===== config.mk =====
export PLATFORM = sky130hd
export DESIGN_NAME = axi_wmux_top
export DESIGN_NICKNAME = d
export VERILOG_FILES = /design/src/axi_mux_cfg_pkg.sv /design/src/axi_mux_chan_pkg.sv /design/src/aw_arbiter.sv /design/src/aw_lock_fsm.sv /design/src/w_order_fifo.sv /design/src/w_switch.sv /design/src/b_router.sv /design/src/axi_wmux_top.sv
export SDC_FILE = /design/constraint.sdc
export NUM_CORES = 1
export LEC_CHECK = 0
export ABC_AREA = 1
export BUFFER_PORTS_ARGS = -buffer_cell sky130_fd_sc_hd__clkbuf_2
export CAP_MARGIN = 40
export CORE_AREA = 2 2 184 186
export CTS_CLUSTER_DIAMETER = 120
export DETAILED_ROUTE_END_ITERATION = 7
export DIE_AREA = 0 0 186 188
export PLACE_DENSITY_LB_ADDON = 0.25
export SLEW_MARGIN = 5
export SYNTH_ARGS = -nofsm -noshare
export SYNTH_HDL_FRONTEND = slang
export SYNTH_SLANG_ARGS = --single-unit
export TNS_END_PERCENT = 100

===== constraint.sdc =====
create_clock -name clk_i -period 5.5 [get_ports clk_i]
set_input_delay 0 -clock clk_i [delete_from_list [all_inputs] [get_ports clk_i]]
set_output_delay 0 -clock clk_i [all_outputs]
set_load 0.03 [all_outputs]

===== src/axi_mux_cfg_pkg.sv =====
// Size and depth constants of the AXI4 write multiplexer
// Imported by the channel package and by every RTL module

`default_nettype none

package axi_mux_cfg_pkg;

  // ------------------------------------------------
  // Port count and ID widths
  // ------------------------------------------------
  localparam int NUM_PORTS  = 4;
  localparam int PORT_IDX_W = 2;                     // $clog2(NUM_PORTS)
  localparam int SLV_ID_W   = 4;
  localparam int MST_ID_W   = SLV_ID_W + PORT_IDX_W; // Port index sits above the slave ID

  // Payload widths
  localparam int ADDR_W = 32;
  localparam int LEN_W  = 8;
  localparam int DATA_W = 32;
  localparam int STRB_W = DATA_W / 8;

  // Order FIFO
  localparam int MAX_W_TRANS = 8;  // Writes in flight between AW and the last W beat
  localparam int FIFO_CNT_W  = 4;  // Occupancy 0..MAX_W_TRANS
  localparam int FIFO_PTR_W  = 3;  // Read and write pointers

endpackage

`default_nettype wire


===== src/axi_mux_chan_pkg.sv =====
// Channel payload types for the slave and master sides of the write multiplexer
// The master ID is a union so the port index can be read or written on its own

`default_nettype none

package axi_mux_chan_pkg;
  import axi_mux_cfg_pkg::*;

  typedef logic [PORT_IDX_W-1:0] port_idx_t;
  typedef logic [SLV_ID_W-1:0]   slv_id_t;
  typedef logic [MST_ID_W-1:0]   mst_id_t;

  // ------------------------------------------------
  // Master ID, port index prepended to slave ID
  // ------------------------------------------------
  typedef struct packed {
    port_idx_t port;  // Upper bits
    slv_id_t   id;
  } mst_id_s;

  typedef union packed {
    mst_id_t raw;
    mst_id_s split;
  } mst_id_u;

  // ------------------------------------------------
  // AW channel
  // ------------------------------------------------
  typedef struct packed {
    slv_id_t            id;
    logic [ADDR_W-1:0]  addr;
    logic [LEN_W-1:0]   len;
  } slv_aw_t;

  typedef struct packed {
    mst_id_u            id;
    logic [ADDR_W-1:0]  addr;
    logic [LEN_W-1:0]   len;
  } mst_aw_t;

  // W channel, identical on both sides
  typedef struct packed {
    logic [DATA_W-1:0] data;
    logic [STRB_W-1:0] strb;
    logic              last;
  } w_beat_t;

  // ------------------------------------------------
  // B channel
  // ------------------------------------------------
  typedef struct packed {
    slv_id_t    id;
    logic [1:0] resp;
  } slv_b_t;

  typedef struct packed {
    mst_id_u    id;
    logic [1:0] resp;
  } mst_b_t;

endpackage

`default_nettype wire


===== src/aw_arbiter.sv =====
// Round-robin arbiter for the slave AW channels with lock-in
// Extends the winner's ID with its port index before handing it to the AW FSM

`timescale 1ns/1ps
`default_nettype none

module aw_arbiter
  import axi_mux_cfg_pkg::*;
  import axi_mux_chan_pkg::*;
(
  input  wire logic                      clk_i,
  input  wire logic                      rst_i,
  input  wire logic    [NUM_PORTS-1:0]   slv_aw_valid_i,
  input  wire slv_aw_t [NUM_PORTS-1:0]   slv_aw_i,
  output logic         [NUM_PORTS-1:0]   slv_aw_ready_o,
  output logic                           arb_valid_o,
  output mst_aw_t                        arb_aw_o,
  input  wire logic                      arb_ready_i
);

  port_idx_t rr_q;        // Highest priority port
  logic      lock_q;      // Grant held across a stalled handshake
  port_idx_t lock_idx_q;
  port_idx_t sel;
  logic      any_req;

  // ------------------------------------------------
  // Grant selection
  // ------------------------------------------------
  always_comb begin
    port_idx_t cand;
    any_req = 1'b0;
    sel     = rr_q;
    cand    = rr_q;
    if (lock_q) begin
      sel     = lock_idx_q;
      any_req = slv_aw_valid_i[lock_idx_q];
    end else begin
      for (int k = 0; k < NUM_PORTS; k++) begin
        cand = port_idx_t'((int'(rr_q) + k) % NUM_PORTS);
        if (!any_req && slv_aw_valid_i[cand]) begin  // First requester from the pointer on
          any_req = 1'b1;
          sel     = cand;
        end
      end
    end
  end

  assign arb_valid_o = any_req;

  always_comb begin
    slv_aw_ready_o      = '0;
    slv_aw_ready_o[sel] = any_req & arb_ready_i;
  end

  // ID prepend through the split view
  always_comb begin
    arb_aw_o                = '0;
    arb_aw_o.id.split.port  = sel;
    arb_aw_o.id.split.id    = slv_aw_i[sel].id;
    arb_aw_o.addr           = slv_aw_i[sel].addr;
    arb_aw_o.len            = slv_aw_i[sel].len;
  end

  // ------------------------------------------------
  // Pointer and lock state
  // ------------------------------------------------
  always_ff @(posedge clk_i) begin
    if (rst_i) begin
      rr_q       <= '0;
      lock_q     <= 1'b0;
      lock_idx_q <= '0;
    end else begin
      lock_q     <= arb_valid_o & ~arb_ready_i;
      lock_idx_q <= sel;
      if (arb_valid_o && arb_ready_i) begin
        // Priority moves to the port after the winner
        rr_q <= (sel == port_idx_t'(NUM_PORTS - 1)) ? '0 : sel + 1'b1;
      end
    end
  end

  // Stalled grant keeps its port until the handshake completes
  a_lock_hold: assert property (@(posedge clk_i) disable iff (rst_i)
    arb_valid_o && !arb_ready_i |=>
      arb_valid_o && (arb_aw_o.id.split.port == $past(arb_aw_o.id.split.port)));

endmodule

`default_nettype wire


===== src/aw_lock_fsm.sv =====
// AW handshake control between arbiter, order FIFO and master port
// Pushes each arbitration decision once, then holds valid until the master takes it

`timescale 1ns/1ps
`default_nettype none

module aw_lock_fsm
  import axi_mux_chan_pkg::*;
(
  input  wire logic    clk_i,
  input  wire logic    rst_i,
  input  wire logic    arb_valid_i,
  input  wire mst_aw_t arb_aw_i,
  output logic         arb_ready_o,
  input  wire logic    fifo_full_i,
  output logic         push_o,
  output port_idx_t    push_idx_o,
  output logic         mst_aw_valid_o,
  output mst_aw_t      mst_aw_o,
  input  wire logic    mst_aw_ready_i
);

  typedef enum logic {
    IDLE,
    LOCKED   // Decision already in the FIFO, waiting for the master
  } state_e;

  state_e state_q, state_d;

  assign mst_aw_o   = arb_aw_i;
  assign push_idx_o = arb_aw_i.id.split.port;

  always_comb begin
    state_d        = state_q;
    push_o         = 1'b0;
    mst_aw_valid_o = 1'b0;
    arb_ready_o    = 1'b0;
    case (state_q)
      IDLE: begin
        if (arb_valid_i && !fifo_full_i) begin
          mst_aw_valid_o = 1'b1;
          push_o         = 1'b1;
          arb_ready_o    = mst_aw_ready_i;
          if (!mst_aw_ready_i) state_d = LOCKED;  // No second push next cycle
        end
      end
      LOCKED: begin
        mst_aw_valid_o = 1'b1;
        arb_ready_o    = mst_aw_ready_i;
        if (mst_aw_ready_i) state_d = IDLE;
      end
      default: state_d = IDLE;
    endcase
  end

  always_ff @(posedge clk_i) begin
    if (rst_i) state_q <= IDLE;
    else       state_q <= state_d;
  end

  // Master side sees a stable request until accepted
  a_aw_stable: assert property (@(posedge clk_i) disable iff (rst_i)
    mst_aw_valid_o && !mst_aw_ready_i |=> mst_aw_valid_o && $stable(mst_aw_o));

endmodule

`default_nettype wire


===== src/w_order_fifo.sv =====
// Order FIFO of port indices, one entry per accepted AW
// Its head names the port whose W burst goes to the master next

`timescale 1ns/1ps
`default_nettype none

module w_order_fifo
  import axi_mux_cfg_pkg::*;
  import axi_mux_chan_pkg::*;
(
  input  wire logic      clk_i,
  input  wire logic      rst_i,
  input  wire logic      push_i,
  input  wire port_idx_t push_idx_i,
  input  wire logic      pop_i,
  output logic           full_o,
  output logic           empty_o,
  output port_idx_t      head_idx_o
);

  port_idx_t               mem [MAX_W_TRANS];
  logic [FIFO_PTR_W-1:0]   wr_ptr_q, rd_ptr_q;
  logic [FIFO_CNT_W-1:0]   cnt_q;

  assign full_o     = (cnt_q == FIFO_CNT_W'(MAX_W_TRANS));
  assign empty_o    = (cnt_q == '0);
  assign head_idx_o = mem[rd_ptr_q];  // Valid only while not empty

  // Storage
  always_ff @(posedge clk_i) begin
    if (push_i) mem[wr_ptr_q] <= push_idx_i;
  end

  // ------------------------------------------------
  // Pointers and occupancy
  // ------------------------------------------------
  always_ff @(posedge clk_i) begin
    if (rst_i) begin
      wr_ptr_q <= '0;
      rd_ptr_q <= '0;
      cnt_q    <= '0;
    end else begin
      if (push_i) begin
        wr_ptr_q <= (wr_ptr_q == FIFO_PTR_W'(MAX_W_TRANS - 1)) ? '0 : wr_ptr_q + 1'b1;
      end
      if (pop_i) begin
        rd_ptr_q <= (rd_ptr_q == FIFO_PTR_W'(MAX_W_TRANS - 1)) ? '0 : rd_ptr_q + 1'b1;
      end
      case ({push_i, pop_i})
        2'b10:   cnt_q <= cnt_q + 1'b1;
        2'b01:   cnt_q <= cnt_q - 1'b1;
        default: cnt_q <= cnt_q;     // Both or neither
      endcase
    end
  end

  // Guarded by the AW FSM and the W switch
  a_no_push_full: assert property (@(posedge clk_i) disable iff (rst_i)
    push_i |-> !full_o);
  a_no_pop_empty: assert property (@(posedge clk_i) disable iff (rst_i)
    pop_i |-> !empty_o);

endmodule

`default_nettype wire


===== src/w_switch.sv =====
// W channel switch, forwards whole bursts from the port at the order FIFO head
// Pops the FIFO when the last beat of a burst is accepted by the master

`timescale 1ns/1ps
`default_nettype none

module w_switch
  import axi_mux_cfg_pkg::*;
  import axi_mux_chan_pkg::*;
(
  input  wire logic                     empty_i,
  input  wire port_idx_t                head_idx_i,
  output logic                          pop_o,
  input  wire logic    [NUM_PORTS-1:0]  slv_w_valid_i,
  input  wire w_beat_t [NUM_PORTS-1:0]  slv_w_i,
  output logic         [NUM_PORTS-1:0]  slv_w_ready_o,
  output logic                          mst_w_valid_o,
  output w_beat_t                       mst_w_o,
  input  wire logic                     mst_w_ready_i
);

  logic head_ok;

  assign head_ok = ~empty_i;

  // Data follows the head port, valid only while an AW is waiting
  assign mst_w_o       = slv_w_i[head_idx_i];
  assign mst_w_valid_o = head_ok & slv_w_valid_i[head_idx_i];

  always_comb begin
    slv_w_ready_o             = '0;
    slv_w_ready_o[head_idx_i] = head_ok & mst_w_ready_i;  // All other ports stalled
  end

  // End of burst
  assign pop_o = mst_w_valid_o & mst_w_ready_i & mst_w_o.last;

endmodule

`default_nettype wire


===== src/b_router.sv =====
// B response router, selects the slave port from the ID prefix
// The prefix is stripped so each port sees its own ID again

`timescale 1ns/1ps
`default_nettype none

module b_router
  import axi_mux_cfg_pkg::*;
  import axi_mux_chan_pkg::*;
(
  input  wire logic                     mst_b_valid_i,
  input  wire mst_b_t                   mst_b_i,
  output logic                          mst_b_ready_o,
  output logic        [NUM_PORTS-1:0]   slv_b_valid_o,
  output slv_b_t      [NUM_PORTS-1:0]   slv_b_o,
  input  wire logic   [NUM_PORTS-1:0]   slv_b_ready_i
);

  port_idx_t dst;

  assign dst           = mst_b_i.id.split.port;
  assign mst_b_ready_o = slv_b_ready_i[dst];

  always_comb begin
    slv_b_valid_o      = '0;
    slv_b_valid_o[dst] = mst_b_valid_i;
    for (int p = 0; p < NUM_PORTS; p++) begin
      slv_b_o[p].id   = mst_b_i.id.split.id;  // Broadcast, only dst has valid
      slv_b_o[p].resp = mst_b_i.resp;
    end
  end

endmodule

`default_nettype wire


===== src/axi_wmux_top.sv =====
// Write half of an AXI4 multiplexer joining NUM_PORTS slave ports to one master port
// AW arbitration, W ordering and B routing, all without data path registers

`timescale 1ns/1ps
`default_nettype none

module axi_wmux_top
  import axi_mux_cfg_pkg::*;
  import axi_mux_chan_pkg::*;
(
  input  wire logic                     clk_i,
  input  wire logic                     rst_i,
  // Slave ports
  input  wire logic    [NUM_PORTS-1:0]  slv_aw_valid_i,
  input  wire slv_aw_t [NUM_PORTS-1:0]  slv_aw_i,
  output logic         [NUM_PORTS-1:0]  slv_aw_ready_o,
  input  wire logic    [NUM_PORTS-1:0]  slv_w_valid_i,
  input  wire w_beat_t [NUM_PORTS-1:0]  slv_w_i,
  output logic         [NUM_PORTS-1:0]  slv_w_ready_o,
  output logic         [NUM_PORTS-1:0]  slv_b_valid_o,
  output slv_b_t       [NUM_PORTS-1:0]  slv_b_o,
  input  wire logic    [NUM_PORTS-1:0]  slv_b_ready_i,
  // Master port
  output logic                          mst_aw_valid_o,
  output mst_aw_t                       mst_aw_o,
  input  wire logic                     mst_aw_ready_i,
  output logic                          mst_w_valid_o,
  output w_beat_t                       mst_w_o,
  input  wire logic                     mst_w_ready_i,
  input  wire logic                     mst_b_valid_i,
  input  wire mst_b_t                   mst_b_i,
  output logic                          mst_b_ready_o
);

  // ------------------------------------------------
  // Internal links
  // ------------------------------------------------
  logic      arb_valid, arb_ready;
  mst_aw_t   arb_aw;
  logic      push, pop;
  port_idx_t push_idx, head_idx;
  logic      fifo_full, fifo_empty;

  aw_arbiter u_aw_arbiter (
    .clk_i          (clk_i),
    .rst_i          (rst_i),
    .slv_aw_valid_i (slv_aw_valid_i),
    .slv_aw_i       (slv_aw_i),
    .slv_aw_ready_o (slv_aw_ready_o),
    .arb_valid_o    (arb_valid),
    .arb_aw_o       (arb_aw),
    .arb_ready_i    (arb_ready)
  );

  aw_lock_fsm u_aw_lock_fsm (
    .clk_i          (clk_i),
    .rst_i          (rst_i),
    .arb_valid_i    (arb_valid),
    .arb_aw_i       (arb_aw),
    .arb_ready_o    (arb_ready),
    .fifo_full_i    (fifo_full),
    .push_o         (push),
    .push_idx_o     (push_idx),
    .mst_aw_valid_o (mst_aw_valid_o),
    .mst_aw_o       (mst_aw_o),
    .mst_aw_ready_i (mst_aw_ready_i)
  );

  w_order_fifo u_w_order_fifo (
    .clk_i      (clk_i),
    .rst_i      (rst_i),
    .push_i     (push),
    .push_idx_i (push_idx),
    .pop_i      (pop),
    .full_o     (fifo_full),
    .empty_o    (fifo_empty),
    .head_idx_o (head_idx)
  );

  w_switch u_w_switch (
    .empty_i       (fifo_empty),
    .head_idx_i    (head_idx),
    .pop_o         (pop),
    .slv_w_valid_i (slv_w_valid_i),
    .slv_w_i       (slv_w_i),
    .slv_w_ready_o (slv_w_ready_o),
    .mst_w_valid_o (mst_w_valid_o),
    .mst_w_o       (mst_w_o),
    .mst_w_ready_i (mst_w_ready_i)
  );

  b_router u_b_router (
    .mst_b_valid_i (mst_b_valid_i),
    .mst_b_i       (mst_b_i),
    .mst_b_ready_o (mst_b_ready_o),
    .slv_b_valid_o (slv_b_valid_o),
    .slv_b_o       (slv_b_o),
    .slv_b_ready_i (slv_b_ready_i)
  );

endmodule

`default_nettype wire


* Word level (Yosys, flattened, before mapping) *
Memory sizes are Yosys's and may differ from the RTL's. A register that Yosys moved wholly into a read port is not among the register bits.
Index checks and enable logic that the tools add are counted.

word-level totals
  RAM bits = 16
  register bits after elaboration = 16
  memories kept = 1
  output and inout bits = 122
  bits of input ports = 349

cells by class
  reductions and logical operators = 14
  eq/ne operators = 6
  magnitude comparators = 11
  muxes and demuxes = 52
  bitwise logic cells = 12
  $add $sub $neg = 8

memory list
  memory              depth  bits a word  read ports  clocked after Yosys merged registers in  wr ports  RTL line            text
  u_w_order_fifo.mem  8      2            1           1                                        1         w_order_fifo.sv:21  port_idx_t mem [MAX_W_TRANS];

operators by type and width
  operator                                                     number
  binary-select mux 44 bit (select 2 bit)                      1
  binary-select mux 37 bit (select 2 bit)                      1
  2-to-1 mux 44 bit                                            1
  2-to-1 mux 37 bit                                            1
  2-to-1 mux 1 bit                                             25
  less-than comparator 2 x 3 -> 1 bit (second input constant)  8
  binary-select mux 1 bit (select 2 bit)                       7
  bitwise AND 4 bit                                            3
  2-to-1 mux 3 bit                                             4
  2-to-1 mux 2 bit                                             5
  logical AND 1 bit                                            8
  case mux 4 bit (2 select lines)                              1
  adder 3 x 1 -> 3 bit (second input constant)                 2
  bitwise AND 1 bit                                            6
  demux 1 bit (select 2 bit)                                   3
  == test 3 bit (second input constant)                        2
  >= comparator 2 x 1 -> 1 bit (second input constant)         3
  case mux 1 bit (2 select lines)                              3
  adder 2 x 1 -> 2 bit (second input constant)                 2
  adder 2 bit (second input constant)                          2
  adder 4 x 1 -> 4 bit (second input constant)                 1
  == test 2 bit (second input constant)                        2
  == test 4 bit (second input constant)                        1
  logical NOT 1 bit                                            4
  5 further kinds                                              7

* Logic depth before layout (Yosys ltp) *
Gate-level depths: netlist of run 1.

  depth in word-level cells = 21
  mapped depth = 20

* Hierarchy *
Synthesis of run 1 repeated with hierarchy kept, for this count alone.

second synthesis, totals
  cells, all modules = 978
  area, all modules = 5764.3 um2

by module, submodules not included
  module        cells each  area each (um2)  times used
  aw_arbiter    569         2687.6           1
  w_order_fifo  137         1297.5           1
  w_switch      173         1106.1           1
  aw_lock_fsm   59          422.9            1
  b_router      40          250.2            1

* Least setup slack after synthesis of run 1 *
Ideal clock, no wire load.

  path type = register to register
  from = register (tool-made name)
  to = register u_w_order_fifo.cnt_q[2]
  data required time = 5385 ps
  cell stages (with the launch flop) = 19
  setup slack = 2918 ps
  arrival = 2467 ps
  path buffers = 1
  cells stage by stage = dfxtp_1 > buf_2 > inv_1 > nand2_1 > nand3_1 > nand3_1 > nand2_1 > nand2_1 > nand2_1 > nand2_1 > nand3_1 > nor2_1 > ha_1 > xor2_1 > ha_1 > a21oi_1 > xor2_1 > o21ai_0 > inv_1

RTL lines
  item                  RTL line            text
  end signal, assigned  w_order_fifo.sv:50  2'b10: cnt_q <= cnt_q + 1'b1;
  end signal, assigned  w_order_fifo.sv:51  2'b01: cnt_q <= cnt_q - 1'b1;
  end signal, assigned  w_order_fifo.sv:52  default: cnt_q <= cnt_q;
  end, declared         w_order_fifo.sv:23  logic [FIFO_CNT_W-1:0] cnt_q;

==> results of run 1 <==
-- registers in the layout, indices dropped and copies added, names as in the netlist, named ones only --
name	count
u_aw_arbiter.lock_idx_q	2
u_w_order_fifo.cnt_q	4
u_w_order_fifo.wr_ptr_q	3
u_w_order_fifo.mem	16
u_aw_arbiter.lock_q	1
u_aw_lock_fsm.state_q	1
u_w_order_fifo.rd_ptr_q	3
u_aw_arbiter.rr_q	2
-- stage by stage --
stage / hold WS, ps / std cells / area (um^2) / setup WS, ps / utilization
finish: 0.1698 / 1821 / 8095 / 2162 / 0.2445
floorplan: 72.38 / 988 / 5463 / 2918 / -
detailed placement: 0.5385 / 1807 / 7889 / 2417 / 0.2382
global route: 0.4608 / 1821 / 8095 / 1878 / 0.2445
CTS: 0.5385 / 1818 / 8088 / 2154 / 0.2442
global placement: 0.5385 / 1803 / 7786 / 2274 / 0.2351
-- cell usage after synthesis (all sizes together) --
library cell	n	share of area
nor2	39	0.030
clkbuf	16	0.011
nor3b	1	0.0014
nor3	8	0.0073
xor2	2	0.0032
edfxtp	16	0.088
nand3b	45	0.062
o21bai	1	0.0014
inv	182	0.13
nand3	242	0.22
ha	11	0.025
nand4	6	0.0069
o21ai	8	0.0073
a22oi	36	0.049
buf	65	0.083
o211ai	1	0.0014
and2	1	0.0011
a21oi	8	0.0073
nand2	277	0.19
xnor2	1	0.0016
dfxtp	19	0.070
o221ai	1	0.0016
or2	2	0.0023
-- final timing paths --
path / cells after the start / start / endpoint
max: 12 / flip-flop / mst_w_o[16]
min: 0 / mst_b_i[4] / slv_b_o[4]
max reg2reg: 17 / flip-flop / u_w_order_fifo.cnt_q[2]
min reg2reg: 1 / u_w_order_fifo.cnt_q[0] / u_w_order_fifo.cnt_q[0]
-- layer usage --
layer  share of wire  vias to the layer above
met5               0                        -
met4           0.039                        0
met3           0.075                       36
met2            0.52                      339
met1            0.37                     3375
li1                -                     3898
-- cell families (layout without fill, tap and decap cells) --
group                    count (synthesis)  after routing  share of synthesized area
AND/OR/NAND/NOR                        621            621                     0.5252
adder cells (fa/ha/maj)                 11             11                    0.02519
flip-flops                              35             35                     0.1576
buffers and inverters                  263            645                     0.2187
XOR/XNOR                                 3              3                   0.004811
other                                    0              3                          0
AO/OA/AOI/OAI                           55             55                    0.06848
-- area by class of cell --
cell class / count / share of cell area
clock inverter: 3 / 0.005410
clock buffer: 5 / 0.01546
tap: 448 / 0.06924
antenna: 3 / 0.0009274
inverter: 182 / 0.08439
multi-input combinational: 690 / 0.4224
timing repair buffer: 455 / 0.2958
sequential: 35 / 0.1063
==> reports/metrics.cfg, run 1 <==
[logic_synthesis]
synth-seq-cells=35
ys_types=32
synth_area_um2=5463
synth_area_per_cell_um2=5.529
yosysWarnings=0
ys_seq_area_frac=0.1576
synth_fp_nets=1348
synthCells=988

[drt]
via_per_inst=4.200
route.detailed.drc=0
wl_per_cell_um=14.27
num_vias=7648
wl_mm=25.98
antenna_left=0
drtPass1Iterations=4
drt-initial-drc-count=222

[critical_path]
cp.arrival_ps=3340
critPathTopFamily=simple AND/OR/NAND/NOR gates
cpMostUsedCell=nand2_1
worst_ep_required_time_ps=5500
cpPeakStageDelay_ps=590
reg2reg_slack_ps=2430
path_class=reg -> out
end_kind=primary output
cp.buffers_inverters=4
critPathMaxFanout=29
worstSetupStartpointType=flip-flop
critPathSlowestCell=nor2_2
cp_cell_sequence=inv_1 > nand2_1 > nand3_1 > nand2_1 > nand2_1 > nand2_1 > buf_4 > nor2_2 > buf_4 > a22oi_1 > nand3_1 > clkbuf_2

[sta]
tns_ps=0
fmax_ghz=0.2996
worst_pin_slew_ps=695.8
fin_crit_ps=3338
setup_viol=0
rsz0062_at_grt=false
hold_viol=0
slew_headroom=0.5356
drv_slew=0
fin_skew_ps=6.799
min_period_over_period=0.6068

[grt]
grt_pass1_wl_mm=38.29
overflow=0
met3_usage=0.02952
grt_max_degree=89
use_met1=0.1382
top_usage_layer=met2
antenna_found_initial=3
first_global_vias=7598
track_usage=0.1388
use_met2=0.2704

[placed_design]
numPortBuffers=440
dp_hpwl_mm=21.90
place_congestion=0.8519

[clocking]
cts_buffers=5
cts_resized=0
cts_hold_buffers=3
clk_pin_slew_worst_paths_ps=60
htreeDepth=2
cts.sinks=35
clk_latency_ps=270
post_cts_buffers=0
cts_root_buf=clkbuf_16
clock_path_buffers=2
cts_tree=yes

[cells_and_area]
layout_common_cells=440 x clkbuf_2, 270 x nand2_1, 241 x nand3_1, 179 x inv_1, 45 x nand3b_1
nets=1729
multi_input_area_um2=3420
num-fill-cells=3867
drive_gt1_frac=0.3482
seqCellArea_um2=860.8
syn2layout_area_growth_pct=48.19
final_common_cell=clkbuf_2

[floorplan]
num_rows=67
die_h_um=188
ioPinCount=471
start_util=0.1650
dieArea_um2=34970
die_w_um=186
coreArea_um2=33110

[min_path]
hold_path_class=in -> out

[outcome]
status=finished clean

[job]
cap_violations=0

Power of run 1 is left out: the tool's default activity adds up to more than one toggle a clock period on the data nets, which glitch-free logic cannot reach.
==> inputs of run 2 (changes only) <==
==> constraint.sdc (replaced) <==
create_clock -name clk_i -period 2.8 [get_ports clk_i]
set_input_delay 0 -clock clk_i [delete_from_list [all_inputs] [get_ports clk_i]]
set_output_delay 0 -clock clk_i [all_outputs]
set_load 0.03 [all_outputs]
==> run 2 against run 1 <==
Compared with the run above:
- die area did not move
- sequential cell count unchanged
- via count grew 1.1%
- non-clock buffer count increased by 7
- register-to-register slack lost 2200 ps
- clock skew shrank 2.0 ps
- design area up 1.3%
- clock-buffer cell count unchanged
- sequential share of layout area fell by 0.10 points
- critical endpoint is now mst_aw_o[39]
- first-iteration DRC count decreased by 14%
- largest cell class unchanged
==> reports/metrics.cfg, run 2 (synthesis gave the netlist of run 1 again) <==
[sta]
fin_skew_ps=4.811
fmax_ghz=0.3886
drv_slew=0
fin_crit_ps=2574
slew_headroom=0.5539
hold_viol=0
worst_pin_slew_ps=666.3
tns_ps=0
rsz0062_at_grt=false
setup_viol=0
min_period_over_period=0.9191

[drt]
drt-initial-drc-count=191
drtPass1Iterations=4
wl_mm=26.42
wl_per_cell_um=14.46
num_vias=7731
antenna_left=0
via_per_inst=4.232
route.detailed.drc=0

[placed_design]
placed_area_um2=7949
numPortBuffers=440
dp_hpwl_mm=22.01
place_congestion=0.8600

[critical_path]
path_class=reg -> out
worstSetupStartpointType=flip-flop
critPathMaxFanout=27
end_kind=primary output
worst_ep_required_time_ps=2800
cp.arrival_ps=2570

[cells_and_area]
final_common_cell=clkbuf_2
top_regs=u_w_order_fifo.mem x16, u_w_order_fifo.cnt_q x4
top_register=u_w_order_fifo.mem
largest_reg_flops=16
design_area_um2=8199
drive_gt1_frac=0.3558
syn2layout_area_growth_pct=50.09
layout_common_cells=440 x clkbuf_2, 270 x nand2_1, 241 x nand3_1, 178 x inv_1, 45 x nand3b_1
num-fill-cells=3887
nets=1736

[clocking]
cts_root_buf=clkbuf_16
clock_path_buffers=2
clk_pin_slew_worst_paths_ps=50
htreeDepth=2
clk_latency_ps=280
cts.sinks=35
cts_tree=yes
post_cts_buffers=0
cts_buffers=5

[floorplan]
die_h_um=188
num_rows=67
ioPinCount=471
die_w_um=186
dieArea_um2=34970
start_util=0.1650
coreArea_um2=33110

[grt]
grt_pass1_wl_mm=38.24
overflow=0
track_usage=0.1387
antenna_found_initial=2
first_global_vias=7390
grt_max_degree=89

[min_path]
hold_path_class=in -> out

[outcome]
status=finished clean

[job]
cap_violations=0

[run 2: what timing repair did]
item | CTS | global route
hold endpoints to repair | 4 | 0
setup endpoints to repair | 0 | 52
resized for setup | 0 | 9
hold buffers | 3 | 0
[run 2: area by class of cell]
cell class                 instances  area [um^2]  area share
multi-input combinational        690         3432      0.4186
timing repair buffer             462         2484      0.3029
sequential                        35        863.3      0.1053
inverter                         182        685.7     0.08363
tap                              448        560.5     0.06837
clock buffer                       5        125.1     0.01526
clock inverter                     3        43.79    0.005341
antenna                            2        5.005   0.0006104
[run 2: per-layer routing]
metal,part of all wire,vias to the layer above,global-route usage
met4,0.030,0,0.05027
met3,0.076,37,0.02816
met5,0,-,0
li1,-,3912,-
met1,0.37,3430,0.1426
met2,0.52,352,0.2708
[run 2: worst max-delay path: stages (launching register included)]
cell and delay [ps]:
dfxtp_2 410, inv_2 100, nand2_1 110, nand2_1 60
nand2_1 50, nand2_1 80, nor2_4 170, nand3_2 90
nand2_1 70, nand2_1 60, nand2_2 110, nand2_4 230
buf_4 290, nand2_1 70, nand3_1 100, nand2_1 110
clkbuf_2 210
[run 2: path summary, 6_finish.rpt]
check	startpoint	slack, ps	depth (start not counted)	to
worst max-delay path	u_aw_arbiter.rr_q[0]	230	16	mst_aw_o[39]
worst min-delay path	mst_b_i[0]	0.1	0	slv_b_o[0]
worst min register to register	u_w_order_fifo.cnt_q[0]	490	1	u_w_order_fifo.cnt_q[0]
worst max register to register	flip-flop	240	17	u_w_order_fifo.cnt_q[2]
[run 2: per-stage QoR]
step | instances | setup slack (ps) | utilization | hold WS, ps
after floorplan | 988 | 218.0 | - | 72.38
final | 1827 | 226.4 | 0.2476 | 0.1481
after global routing | 1827 | 4.147 | 0.2476 | 0.4608
after CTS | 1824 | 36.24 | 0.2461 | 0.5385
after detailed placement | 1813 | 111.2 | 0.2401 | 0.5385
after global placement | 1813 | 168.2 | 0.2401 | 0.5385
Power of run 2 is left out for the same reason.
